[src/logic/udp_tx_params.svh]
`ifndef UDP_TX_PARAMS_SVH
`define UDP_TX_PARAMS_SVH

// ****************************************
// station addresses, fixed at build time
// ****************************************

// locally administered MAC addresses
`define UDP_SRC_MAC 48'h02_1a_2b_3c_4d_01
`define UDP_DST_MAC 48'h02_1a_2b_3c_4d_02

// 192.168.1.10 -> 192.168.1.20
`define UDP_SRC_IP 32'hc0a8_010a
`define UDP_DST_IP 32'hc0a8_0114

`define UDP_SRC_PORT 16'd1234 // source udp port
`define UDP_DST_PORT 16'd5678 // destination udp port

// payload store depth in 32-bit words, power of two
`define UDP_BUF_WORDS 16

// smallest udp payload that still fills a 46-byte ethernet payload
`define UDP_MIN_PAYLOAD 18

`endif

[src/logic/udp_tx_pkg.sv]
package udp_tx_pkg;

    // ****************************************
    // protocol constants
    // ****************************************

    localparam logic [15:0] ETH_TYPE_IPV4    = 16'h0800;
    localparam int          IP_UDP_HDR_BYTES = 28; // 20 ip + 8 udp

    // ****************************************
    // wishbone classic
    // ****************************************

    typedef struct packed {
        logic        cyc;
        logic        stb;
        logic        we;
        logic [3:0]  adr; // byte address, word aligned
        logic [31:0] dat;
    } wb_req_t;

    typedef struct packed {
        logic        ack;
        logic [31:0] dat;
    } wb_rsp_t;

    typedef enum logic [3:0] {
        REG_CMD    = 4'h0,
        REG_DATA   = 4'h4,
        REG_STATUS = 4'h8
    } wb_reg_e;

    // ****************************************
    // frame description
    // ****************************************

    typedef struct packed {
        logic [15:0] total_len;   // ip total length
        logic [15:0] ident;       // ip identification
        logic [15:0] checksum;    // ip header checksum
        logic [15:0] udp_len;     // udp length field
        logic [15:0] payload_len; // user bytes
    } ip_hdr_t;

    typedef enum logic [2:0] {
        ST_IDLE,
        ST_PREAMBLE,
        ST_ETH_HEAD,
        ST_IP_HEAD,
        ST_PAYLOAD,
        ST_FCS
    } tx_state_e;

endpackage

[src/logic/udp_wb_regs.sv]
`timescale 1ns/1ps

`include "udp_tx_params.svh"

module udp_wb_regs (
    input  logic                                 clk,
    input  logic                                 rst_n,
    input  udp_tx_pkg::wb_req_t                  wb_req,
    output udp_tx_pkg::wb_rsp_t                  wb_rsp,
    input  logic                                 tx_done,
    output logic                                 start,
    output logic [15:0]                          payload_len,
    input  logic [$clog2(`UDP_BUF_WORDS)-1:0]    rd_idx,
    output logic [31:0]                          rd_word
);

    localparam int IDX_W = $clog2(`UDP_BUF_WORDS);

    logic [31:0]          buf_mem [`UDP_BUF_WORDS]; // payload words, msb byte first
    logic [IDX_W-1:0]     wr_ptr;
    logic                 ack_q;
    logic [31:0]          rdat_q;
    logic                 busy_q;
    logic [7:0]           frame_cnt;
    logic                 cmd_go;   // command taken, start follows
    logic [15:0]          len_q;

    udp_tx_pkg::wb_reg_e  reg_sel;
    logic                 access;
    logic                 wr_cmd;
    logic                 wr_data;
    logic                 rd_status;

    // ****************************************
    // bus decode
    // ****************************************

    assign reg_sel = udp_tx_pkg::wb_reg_e'(wb_req.adr);

    // one access per ack, master must drop stb in between
    assign access = wb_req.cyc & wb_req.stb & ~ack_q;

    // writes while a frame is out get acked and dropped
    assign wr_cmd  = access & wb_req.we & (reg_sel == udp_tx_pkg::REG_CMD)
                     & wb_req.dat[31] & ~busy_q;
    assign wr_data = access & wb_req.we & (reg_sel == udp_tx_pkg::REG_DATA) & ~busy_q;

    assign rd_status = access & ~wb_req.we & (reg_sel == udp_tx_pkg::REG_STATUS);

    // ****************************************
    // control
    // ****************************************

    always_ff @(posedge clk or negedge rst_n) begin
        if (!rst_n) begin
            ack_q     <= 1'b0;
            busy_q    <= 1'b0;
            frame_cnt <= 8'd0;
            cmd_go    <= 1'b0;
            start     <= 1'b0;
            wr_ptr    <= '0;
        end else begin
            ack_q  <= access;
            cmd_go <= wr_cmd;
            start  <= cmd_go; // one cycle behind the ack

            if (wr_cmd) begin
                busy_q <= 1'b1;
                wr_ptr <= '0; // next payload loads from word 0
            end else if (wr_data) begin
                wr_ptr <= wr_ptr + 1'b1;
            end

            // frame fully on the wire
            if (tx_done) begin
                busy_q    <= 1'b0;
                frame_cnt <= frame_cnt + 8'd1;
            end
        end
    end

    // ****************************************
    // payload store and read data
    // ****************************************

    always_ff @(posedge clk) begin
        if (wr_data)
            buf_mem[wr_ptr] <= wb_req.dat;
        if (wr_cmd)
            len_q <= wb_req.dat[15:0];
        if (access)
            rdat_q <= rd_status ? {busy_q, 23'd0, frame_cnt} : 32'd0;
    end

    assign wb_rsp.ack = ack_q;
    assign wb_rsp.dat = rdat_q;

    assign payload_len = len_q;
    assign rd_word     = buf_mem[rd_idx]; // serializer reads without latency

endmodule

[src/logic/ip_header_gen.sv]
`timescale 1ns/1ps

`include "udp_tx_params.svh"

module ip_header_gen (
    input  logic                clk,
    input  logic                rst_n,
    input  logic                start,
    input  logic [15:0]         payload_len,
    input  logic                hdr_taken,
    output udp_tx_pkg::ip_hdr_t hdr,
    output logic                hdr_valid
);

    logic [15:0] len_q;
    logic [15:0] total_q;
    logic [15:0] udp_q;
    logic [15:0] ident_q;
    logic [15:0] csum_q;
    logic [19:0] acc_q;   // ten halfwords fit in 20 bits
    logic [2:0]  stage_q; // latched, summed, folded once

    function automatic logic [19:0] ext(input logic [15:0] v);
        return {4'd0, v};
    endfunction

    // ****************************************
    // sequencing
    // ****************************************

    always_ff @(posedge clk or negedge rst_n) begin
        if (!rst_n) begin
            ident_q   <= 16'd0;
            stage_q   <= 3'd0;
            hdr_valid <= 1'b0;
        end else begin
            stage_q <= {stage_q[1:0], start};
            if (start)
                ident_q <= ident_q + 16'd1; // first frame gets ident 1

            if (stage_q[2])
                hdr_valid <= 1'b1;
            else if (hdr_taken)
                hdr_valid <= 1'b0;
        end
    end

    // ****************************************
    // length fields and checksum pipeline
    // ****************************************

    always_ff @(posedge clk) begin
        if (start) begin
            len_q   <= payload_len;
            total_q <= payload_len + 16'(udp_tx_pkg::IP_UDP_HDR_BYTES);
            udp_q   <= payload_len + 16'd8;
        end

        // checksum field itself counts as zero
        if (stage_q[0])
            acc_q <= ext(16'h4500) + ext(total_q) + ext(ident_q) + ext(16'h4000)
                     + ext(16'h4011)
                     + ext(16'(`UDP_SRC_IP >> 16)) + ext(16'(`UDP_SRC_IP))
                     + ext(16'(`UDP_DST_IP >> 16)) + ext(16'(`UDP_DST_IP));

        if (stage_q[1])
            acc_q <= ext(acc_q[15:0]) + {16'd0, acc_q[19:16]}; // first end-around carry

        // second fold cannot carry again
        if (stage_q[2])
            csum_q <= ~(acc_q[15:0] + {15'd0, acc_q[16]});
    end

    assign hdr = '{
        total_len:   total_q,
        ident:       ident_q,
        checksum:    csum_q,
        udp_len:     udp_q,
        payload_len: len_q
    };

endmodule

[src/logic/eth_crc32.sv]
`timescale 1ns/1ps

module eth_crc32 (
    input  logic        clk,
    input  logic        rst_n,
    input  logic        crc_en,
    input  logic        crc_clr,
    input  logic [7:0]  crc_din,
    output logic [31:0] crc
);

    localparam logic [31:0] POLY = 32'hedb8_8320; // reflected 0x04c11db7

    // lsb-first update over one byte
    function automatic logic [31:0] crc_byte(input logic [31:0] c, input logic [7:0] d);
        logic [31:0] r;
        r = c ^ {24'd0, d};
        for (int i = 0; i < 8; i++) begin
            if (r[0])
                r = (r >> 1) ^ POLY;
            else
                r = r >> 1;
        end
        return r;
    endfunction

    // ****************************************
    // accumulator
    // ****************************************

    always_ff @(posedge clk or negedge rst_n) begin
        if (!rst_n) begin
            crc <= '1;
        end else if (crc_clr) begin
            crc <= '1; // ready for the next frame
        end else if (crc_en) begin
            crc <= crc_byte(crc, crc_din);
        end
    end

endmodule

[src/logic/gmii_frame_tx.sv]
`timescale 1ns/1ps

`include "udp_tx_params.svh"

module gmii_frame_tx (
    input  logic                                 clk,
    input  logic                                 rst_n,
    input  udp_tx_pkg::ip_hdr_t                  hdr,
    input  logic                                 hdr_valid,
    output logic                                 hdr_taken,
    output logic [$clog2(`UDP_BUF_WORDS)-1:0]    rd_idx,
    input  logic [31:0]                          rd_word,
    input  logic [31:0]                          crc,
    output logic                                 crc_en,
    output logic                                 crc_clr,
    output logic [7:0]                           crc_din,
    output logic                                 gmii_tx_en,
    output logic [7:0]                           gmii_txd,
    output logic                                 tx_done
);

    localparam int IDX_W   = $clog2(`UDP_BUF_WORDS);
    localparam int IP_LAST = udp_tx_pkg::IP_UDP_HDR_BYTES - 1;

    localparam logic [111:0] ETH_HEAD = {`UDP_DST_MAC, `UDP_SRC_MAC, udp_tx_pkg::ETH_TYPE_IPV4};

    udp_tx_pkg::tx_state_e state_q;
    udp_tx_pkg::tx_state_e follow_st; // section after the current one

    logic [15:0] cnt_q;     // byte index inside the section
    logic [15:0] pay_bytes; // payload plus padding
    logic [8*udp_tx_pkg::IP_UDP_HDR_BYTES-1:0] ip_head;
    logic [31:0] fcs;
    logic [7:0]  pay_byte;
    logic [7:0]  nxt_byte;
    logic        nxt_en;
    logic        last_byte;

    // ****************************************
    // byte sources
    // ****************************************

    assign ip_head = {8'h45, 8'h00, hdr.total_len, hdr.ident, 16'h4000, 8'h40, 8'd17,
                      hdr.checksum, `UDP_SRC_IP, `UDP_DST_IP, `UDP_SRC_PORT,
                      `UDP_DST_PORT, hdr.udp_len, 16'h0000};

    assign pay_bytes = (hdr.payload_len < 16'(`UDP_MIN_PAYLOAD)) ?
                       16'(`UDP_MIN_PAYLOAD) : hdr.payload_len;

    assign rd_idx   = cnt_q[IDX_W+1:2];
    assign pay_byte = rd_word[8 * (3 - cnt_q[1:0]) +: 8]; // msb first
    assign fcs      = ~crc;

    // byte for the next gmii cycle, crc sees it on the same edge
    always_comb begin
        nxt_en    = 1'b1;
        nxt_byte  = 8'h00;
        crc_en    = 1'b0;
        last_byte = 1'b0;
        follow_st = state_q;
        case (state_q)
            udp_tx_pkg::ST_PREAMBLE: begin
                nxt_byte  = (cnt_q[2:0] == 3'd7) ? 8'hd5 : 8'h55; // sfd closes it
                last_byte = (cnt_q == 16'd7);
                follow_st = udp_tx_pkg::ST_ETH_HEAD;
            end
            udp_tx_pkg::ST_ETH_HEAD: begin
                nxt_byte  = ETH_HEAD[8 * (13 - cnt_q[3:0]) +: 8];
                crc_en    = 1'b1;
                last_byte = (cnt_q == 16'd13);
                follow_st = udp_tx_pkg::ST_IP_HEAD;
            end
            udp_tx_pkg::ST_IP_HEAD: begin
                nxt_byte  = ip_head[8 * (IP_LAST - cnt_q[4:0]) +: 8];
                crc_en    = 1'b1;
                last_byte = (cnt_q == 16'(IP_LAST));
                follow_st = udp_tx_pkg::ST_PAYLOAD;
            end
            udp_tx_pkg::ST_PAYLOAD: begin
                nxt_byte  = (cnt_q < hdr.payload_len) ? pay_byte : 8'h00; // zero pad
                crc_en    = 1'b1;
                last_byte = (cnt_q == pay_bytes - 16'd1);
                follow_st = udp_tx_pkg::ST_FCS;
            end
            udp_tx_pkg::ST_FCS: begin
                nxt_byte  = fcs[8 * cnt_q[1:0] +: 8]; // low byte first
                last_byte = (cnt_q == 16'd3);
                follow_st = udp_tx_pkg::ST_IDLE;
            end
            default: begin
                nxt_en = 1'b0;
            end
        endcase
    end

    assign crc_din = nxt_byte;
    assign crc_clr = tx_done;

    // ****************************************
    // frame FSM
    // ****************************************

    always_ff @(posedge clk or negedge rst_n) begin
        if (!rst_n) begin
            state_q   <= udp_tx_pkg::ST_IDLE;
            cnt_q     <= 16'd0;
            hdr_taken <= 1'b0;
        end else begin
            hdr_taken <= 1'b0;
            if (state_q == udp_tx_pkg::ST_IDLE) begin
                cnt_q <= 16'd0;
                if (hdr_valid) begin
                    state_q   <= udp_tx_pkg::ST_PREAMBLE;
                    hdr_taken <= 1'b1;
                end
            end else if (last_byte) begin
                state_q <= follow_st;
                cnt_q   <= 16'd0;
            end else begin
                cnt_q <= cnt_q + 16'd1;
            end
        end
    end

    // ****************************************
    // gmii output register
    // ****************************************

    always_ff @(posedge clk or negedge rst_n) begin
        if (!rst_n) begin
            gmii_tx_en <= 1'b0;
            gmii_txd   <= 8'h00;
            tx_done    <= 1'b0;
        end else begin
            gmii_tx_en <= nxt_en;
            gmii_txd   <= nxt_byte;
            tx_done    <= gmii_tx_en & ~nxt_en; // last fcs byte just left
        end
    end

endmodule

[src/logic/udp_gmii_tx.sv]
`timescale 1ns/1ps

`include "udp_tx_params.svh"

module udp_gmii_tx (
    input  logic                clk,
    input  logic                rst_n,
    input  udp_tx_pkg::wb_req_t wb_req,
    output udp_tx_pkg::wb_rsp_t wb_rsp,
    output logic                gmii_tx_en,
    output logic [7:0]          gmii_txd,
    output logic                tx_done
);

    logic                                 start;
    logic [15:0]                          payload_len;
    logic [$clog2(`UDP_BUF_WORDS)-1:0]    rd_idx;
    logic [31:0]                          rd_word;
    udp_tx_pkg::ip_hdr_t                  hdr;
    logic                                 hdr_valid;
    logic                                 hdr_taken;
    logic [31:0]                          crc;
    logic                                 crc_en;
    logic                                 crc_clr;
    logic [7:0]                           crc_din;

    udp_wb_regs u_udp_wb_regs (
        .clk         (clk),
        .rst_n       (rst_n),
        .wb_req      (wb_req),
        .wb_rsp      (wb_rsp),
        .tx_done     (tx_done),
        .start       (start),
        .payload_len (payload_len),
        .rd_idx      (rd_idx),
        .rd_word     (rd_word)
    );

    ip_header_gen u_ip_header_gen (
        .clk         (clk),
        .rst_n       (rst_n),
        .start       (start),
        .payload_len (payload_len),
        .hdr_taken   (hdr_taken),
        .hdr         (hdr),
        .hdr_valid   (hdr_valid)
    );

    eth_crc32 u_eth_crc32 (
        .clk     (clk),
        .rst_n   (rst_n),
        .crc_en  (crc_en),
        .crc_clr (crc_clr),
        .crc_din (crc_din),
        .crc     (crc)
    );

    gmii_frame_tx u_gmii_frame_tx (
        .clk        (clk),
        .rst_n      (rst_n),
        .hdr        (hdr),
        .hdr_valid  (hdr_valid),
        .hdr_taken  (hdr_taken),
        .rd_idx     (rd_idx),
        .rd_word    (rd_word),
        .crc        (crc),
        .crc_en     (crc_en),
        .crc_clr    (crc_clr),
        .crc_din    (crc_din),
        .gmii_tx_en (gmii_tx_en),
        .gmii_txd   (gmii_txd),
        .tx_done    (tx_done)
    );

endmodule

[config.mk]
export PLATFORM = sky130hd
export DESIGN_NAME = udp_gmii_tx
export DESIGN_NICKNAME = d
export VERILOG_FILES = /design/src/logic/udp_tx_pkg.sv /design/src/logic/udp_wb_regs.sv /design/src/logic/ip_header_gen.sv /design/src/logic/eth_crc32.sv /design/src/logic/gmii_frame_tx.sv /design/src/logic/udp_gmii_tx.sv
export VERILOG_INCLUDE_DIRS = /design/src /design/src/logic
export SDC_FILE = /design/constraint.sdc
export NUM_CORES = 1
export LEC_CHECK = 0
export BUFFER_PORTS_ARGS = -buffer_cell sky130_fd_sc_hd__buf_2
export CORE_MARGIN = 1
export CORE_UTILIZATION = 57
export CTS_CLUSTER_DIAMETER = 100
export DETAILED_ROUTE_END_ITERATION = 8
export PLACE_DENSITY = 0.87
export SLEW_MARGIN = 10
export SYNTH_ARGS = -nofsm -noshare
export SYNTH_HDL_FRONTEND = slang
export SYNTH_SLANG_ARGS = --single-unit
[constraint.sdc]
create_clock -name clk -period 4.4 [get_ports clk]
set_clock_uncertainty 0.1 [all_clocks]
set_input_delay 0.88 -clock clk [delete_from_list [all_inputs] [get_ports clk]]
set_output_delay 0.88 -clock clk [all_outputs]
set_load 0.03 [all_outputs]
==> results.md <==
- Status: finished, final reports clean
- Row cnt: 87
- Sw frac: 30.6%
- GRT Total Usage: 28.2%
- Hpwl dp: 50400 µm
- Synth top cells by count: edfxtp_1 (615), nor2_1 (139), xnor2_1 (113)
- TritonCTS clock tree: yes
- CTS Buffer Depth: 3
- Final period util: 95.3%
- Slew margin rel.: 20.8%
- Final std cells w/o fill: 3123
- Die Ht: 242 µm
- Actual slew at the worst max-slew pin: 1180 ps
- Drt drc: 0
- Hold WS: 207 ps
- Worst Path Buf+Inv: 2
- Final min period: 4190 ps
- Critical Path RT: 4860 ps
- Routed WL: 83000 µm
- First-pass GRT wire length: 123000 µm
- Gr ovfl total: 0
- Clock root buffer: clkbuf_16
- Worst Path Arrival: 4650 ps
- Dpl ws: 127 ps
- CP Class: flop to flop
- Flop pwr share: 41.3%
- Peak supply drop: 0.531 mV
- Internal power: 13100 µW
- Final Util: 64.4%
- Skew-Pair Late Insertion Delay: 630 ps
- Worst path max stage delay: 710 ps
- Syn-to-layout area delta: 11.2%
- Combinational power share: 26.7%
- Vias per cell: 6.37
- Worst setup SP type: flop
- DR WL/cell: 26.6 µm
- Max stage delay cell, worst path: dfrtp_4
- Setup_tns: 0 ps
- Top cell type's share of synthesized area: 56.2%
- 1st-iter DRT viols: 2595
- Cells after DPL: 2984
- Synth top area cells: edfxtp_1 (56%), mux4_2 (5.5%), dfrtp_1 (5.0%), mux2i_1 (3.2%), xnor2_1 (3.0%)
- Yosys top cell by area: edfxtp_1
- Initial antenna violation count: 5
- Largest net degree at the start of global routing: 58
- Htree depth: 3
- Max cap viols: 0
- Number of synthesized register bits: 713
- CP delay by family, top: compound AO/OA/AOI/OAI gates
- Reg clk slew, reported paths: 60 ps
- CP cell instances: buf_12 -> mux4_1 -> a22o_1 -> a221oi_1 -> o22ai_1 -> a21oi_1 -> buf_4 -> o211ai_2 -> xor2_4 -> xor2_2 -> xor2_1 -> xnor2_1 -> a21oi_1
- Die W: 242 µm
- Core Area: 56700 µm²
- Crit path top cell by count: a21oi_1
- Top_reg_cell synth: edfxtp_1
- Filler cell count: 3740
- # hold bufs at CTS: 0
- Yosys Warn Count: 0
- Pre-antenna DRT Iters: 5
- EDFF count, synth: 615
- Multi-input combinational cell area: 10800 µm²
- Die area: 58600 µm²
- I/O Buffers: 60
- Synth cell types: 90
- Sw power: 5800 µW
- Max Slew Vio Count: 0
- Crit path max fanout: 45
- Synth async-reset ratio: 13.7%
- CTS Sinks: 713
- Final setup viols: 0
- PnR worst setup slack: 208 ps
- Static Leakage: 0.0127 µW
- Initial Util: 57.9%
- Vias in the first global route: 20100
- Most common cell in the netlist: edfxtp_1
- HP Class: input pin to async pin
- Sequential Area: 21000 µm²
- Final nets: 2416
- Antenna Nets Post-Route: 0
- I/O pins: 84
- Max Fclk: 239 MHz
- Seq/Total Area, Yosys: 63.8%
- CTS buffer count: 73
- Clock Power Share: 31.9%
- Pwr dens: 519 nW/µm²
- Final Hold Viols: 0
- Vias: 19900
- Share of cells above drive strength 1: 19.0%
- Mapped Area: 32900 µm²
- CP Capture Type: flop
- Mapped Cells: 2175
- RD Place Congestion: 0.924
- Mean post-synth cell area: 15.1 µm²
## layer usage
metal / share of wire, % / wire (µm) / GRT usage [%] / vias to the layer above
li1: - / - / - / 8502
met1: 37 / 30300 / 36.0 / 9804
met2: 49 / 40500 / 46.0 / 1318
met3: 9.6 / 7960 / 5.16 / 270
met4: 5.0 / 4150 / 15.3 / 4
met5: 0.036 / 30 / 0 / -
## power by group through the flow
stage               sequential, µW  combinational, µW  clock, µW
finish                        7830               5070       6050
global route                  7850               5390       6370
CTS                           7850               4970       6110
detailed placement            7980               4880          0
global placement              7970               4760          0
floorplan                     7880               3770          0
## cell type report
cell class                      count  share of cell area (%)
Antenna cell                        4                  0.0274
Clock buffer                       96                    5.40
Clock inverter                     37                   0.996
Inverter                           88                   0.904
Multi-Input combinational cell   1273                    29.6
Sequential cell                   713                    57.4
Tap cell                          756                    2.59
Timing Repair Buffer              156                    3.13
## stage by stage
| stage | total power, µW | cell area (µm²) |
|---|---|---|
| after detailed placement | 12900 | 34100 |
| after global routing | 19600 | 36500 |
| final | 18900 | 36500 |
| after global placement | 12700 | 34100 |
| after floorplan | 11600 | 32900 |
| after CTS | 18900 | 36500 |
## cells in the final DEF, fill, tap and decap left out, types with 65 or more instances in the layout
cell / instances
xor2_1: 65
a21oi_1: 92
xnor2_1: 113
inv_1: 87
edfxtp_1: 615
nor2_1: 139
ha_1: 68
clkbuf_16: 74
mux4_2: 80
buf_4: 87
nand2_1: 89
mux2i_1: 106
## cell families after synthesis
logic type	count (synthesis)	share of synthesized area [%]
flip-flops	713	63.8
AO/OA/AOI/OAI	321	6.47
adder cells (fa/ha/maj)	70	2.71
XOR/XNOR	194	5.84
multiplexers	224	10.9
other	1	0.0114
AND/OR/NAND/NOR	441	6.53
buffers and inverters	211	3.73
## state kept, by name, summed over array words and instances, names as in the netlist, 4 cells and up
register and flops:
u_eth_crc32.crc 32, u_udp_wb_regs.frame_cnt 8, u_udp_wb_regs.wr_ptr 4, u_ip_header_gen.csum_q 16, u_gmii_frame_tx.cnt_q 16, u_ip_header_gen.acc_q 19
u_ip_header_gen.total_q 14, u_udp_wb_regs.rdat_q 9, u_udp_wb_regs.buf_mem 512, u_ip_header_gen.ident_q 16, u_ip_header_gen.udp_q 16, u_gmii_frame_tx.gmii_txd 8
u_ip_header_gen.len_q 13, u_udp_wb_regs.payload_len 16
## final timing paths
kind	startpoint	end	slack [ps]	cells past startpoint
setup / recovery	u_gmii_frame_tx.cnt_q[3]	u_eth_crc32.crc[24]	210	13
hold / removal	rst_n	u_udp_wb_regs.frame_cnt[2]	210	1
setup reg to reg	u_gmii_frame_tx.cnt_q[3]	u_eth_crc32.crc[24]	210	13
hold reg to reg	u_udp_wb_regs.cmd_go	u_udp_wb_regs.start	240	0
max in group asynchronous	rst_n	u_eth_crc32.crc[14]	3110	2
min in group clk	u_udp_wb_regs.cmd_go	u_udp_wb_regs.start	240	0
## what timing repair did
action                                 CTS  global route
gates resized for setup                  0             5
setup endpoints to repair                0            35
endpoints found under the hold margin    0             0
setup buffers                            0             1
Note: power is estimated with default switching activity, not from simulation.
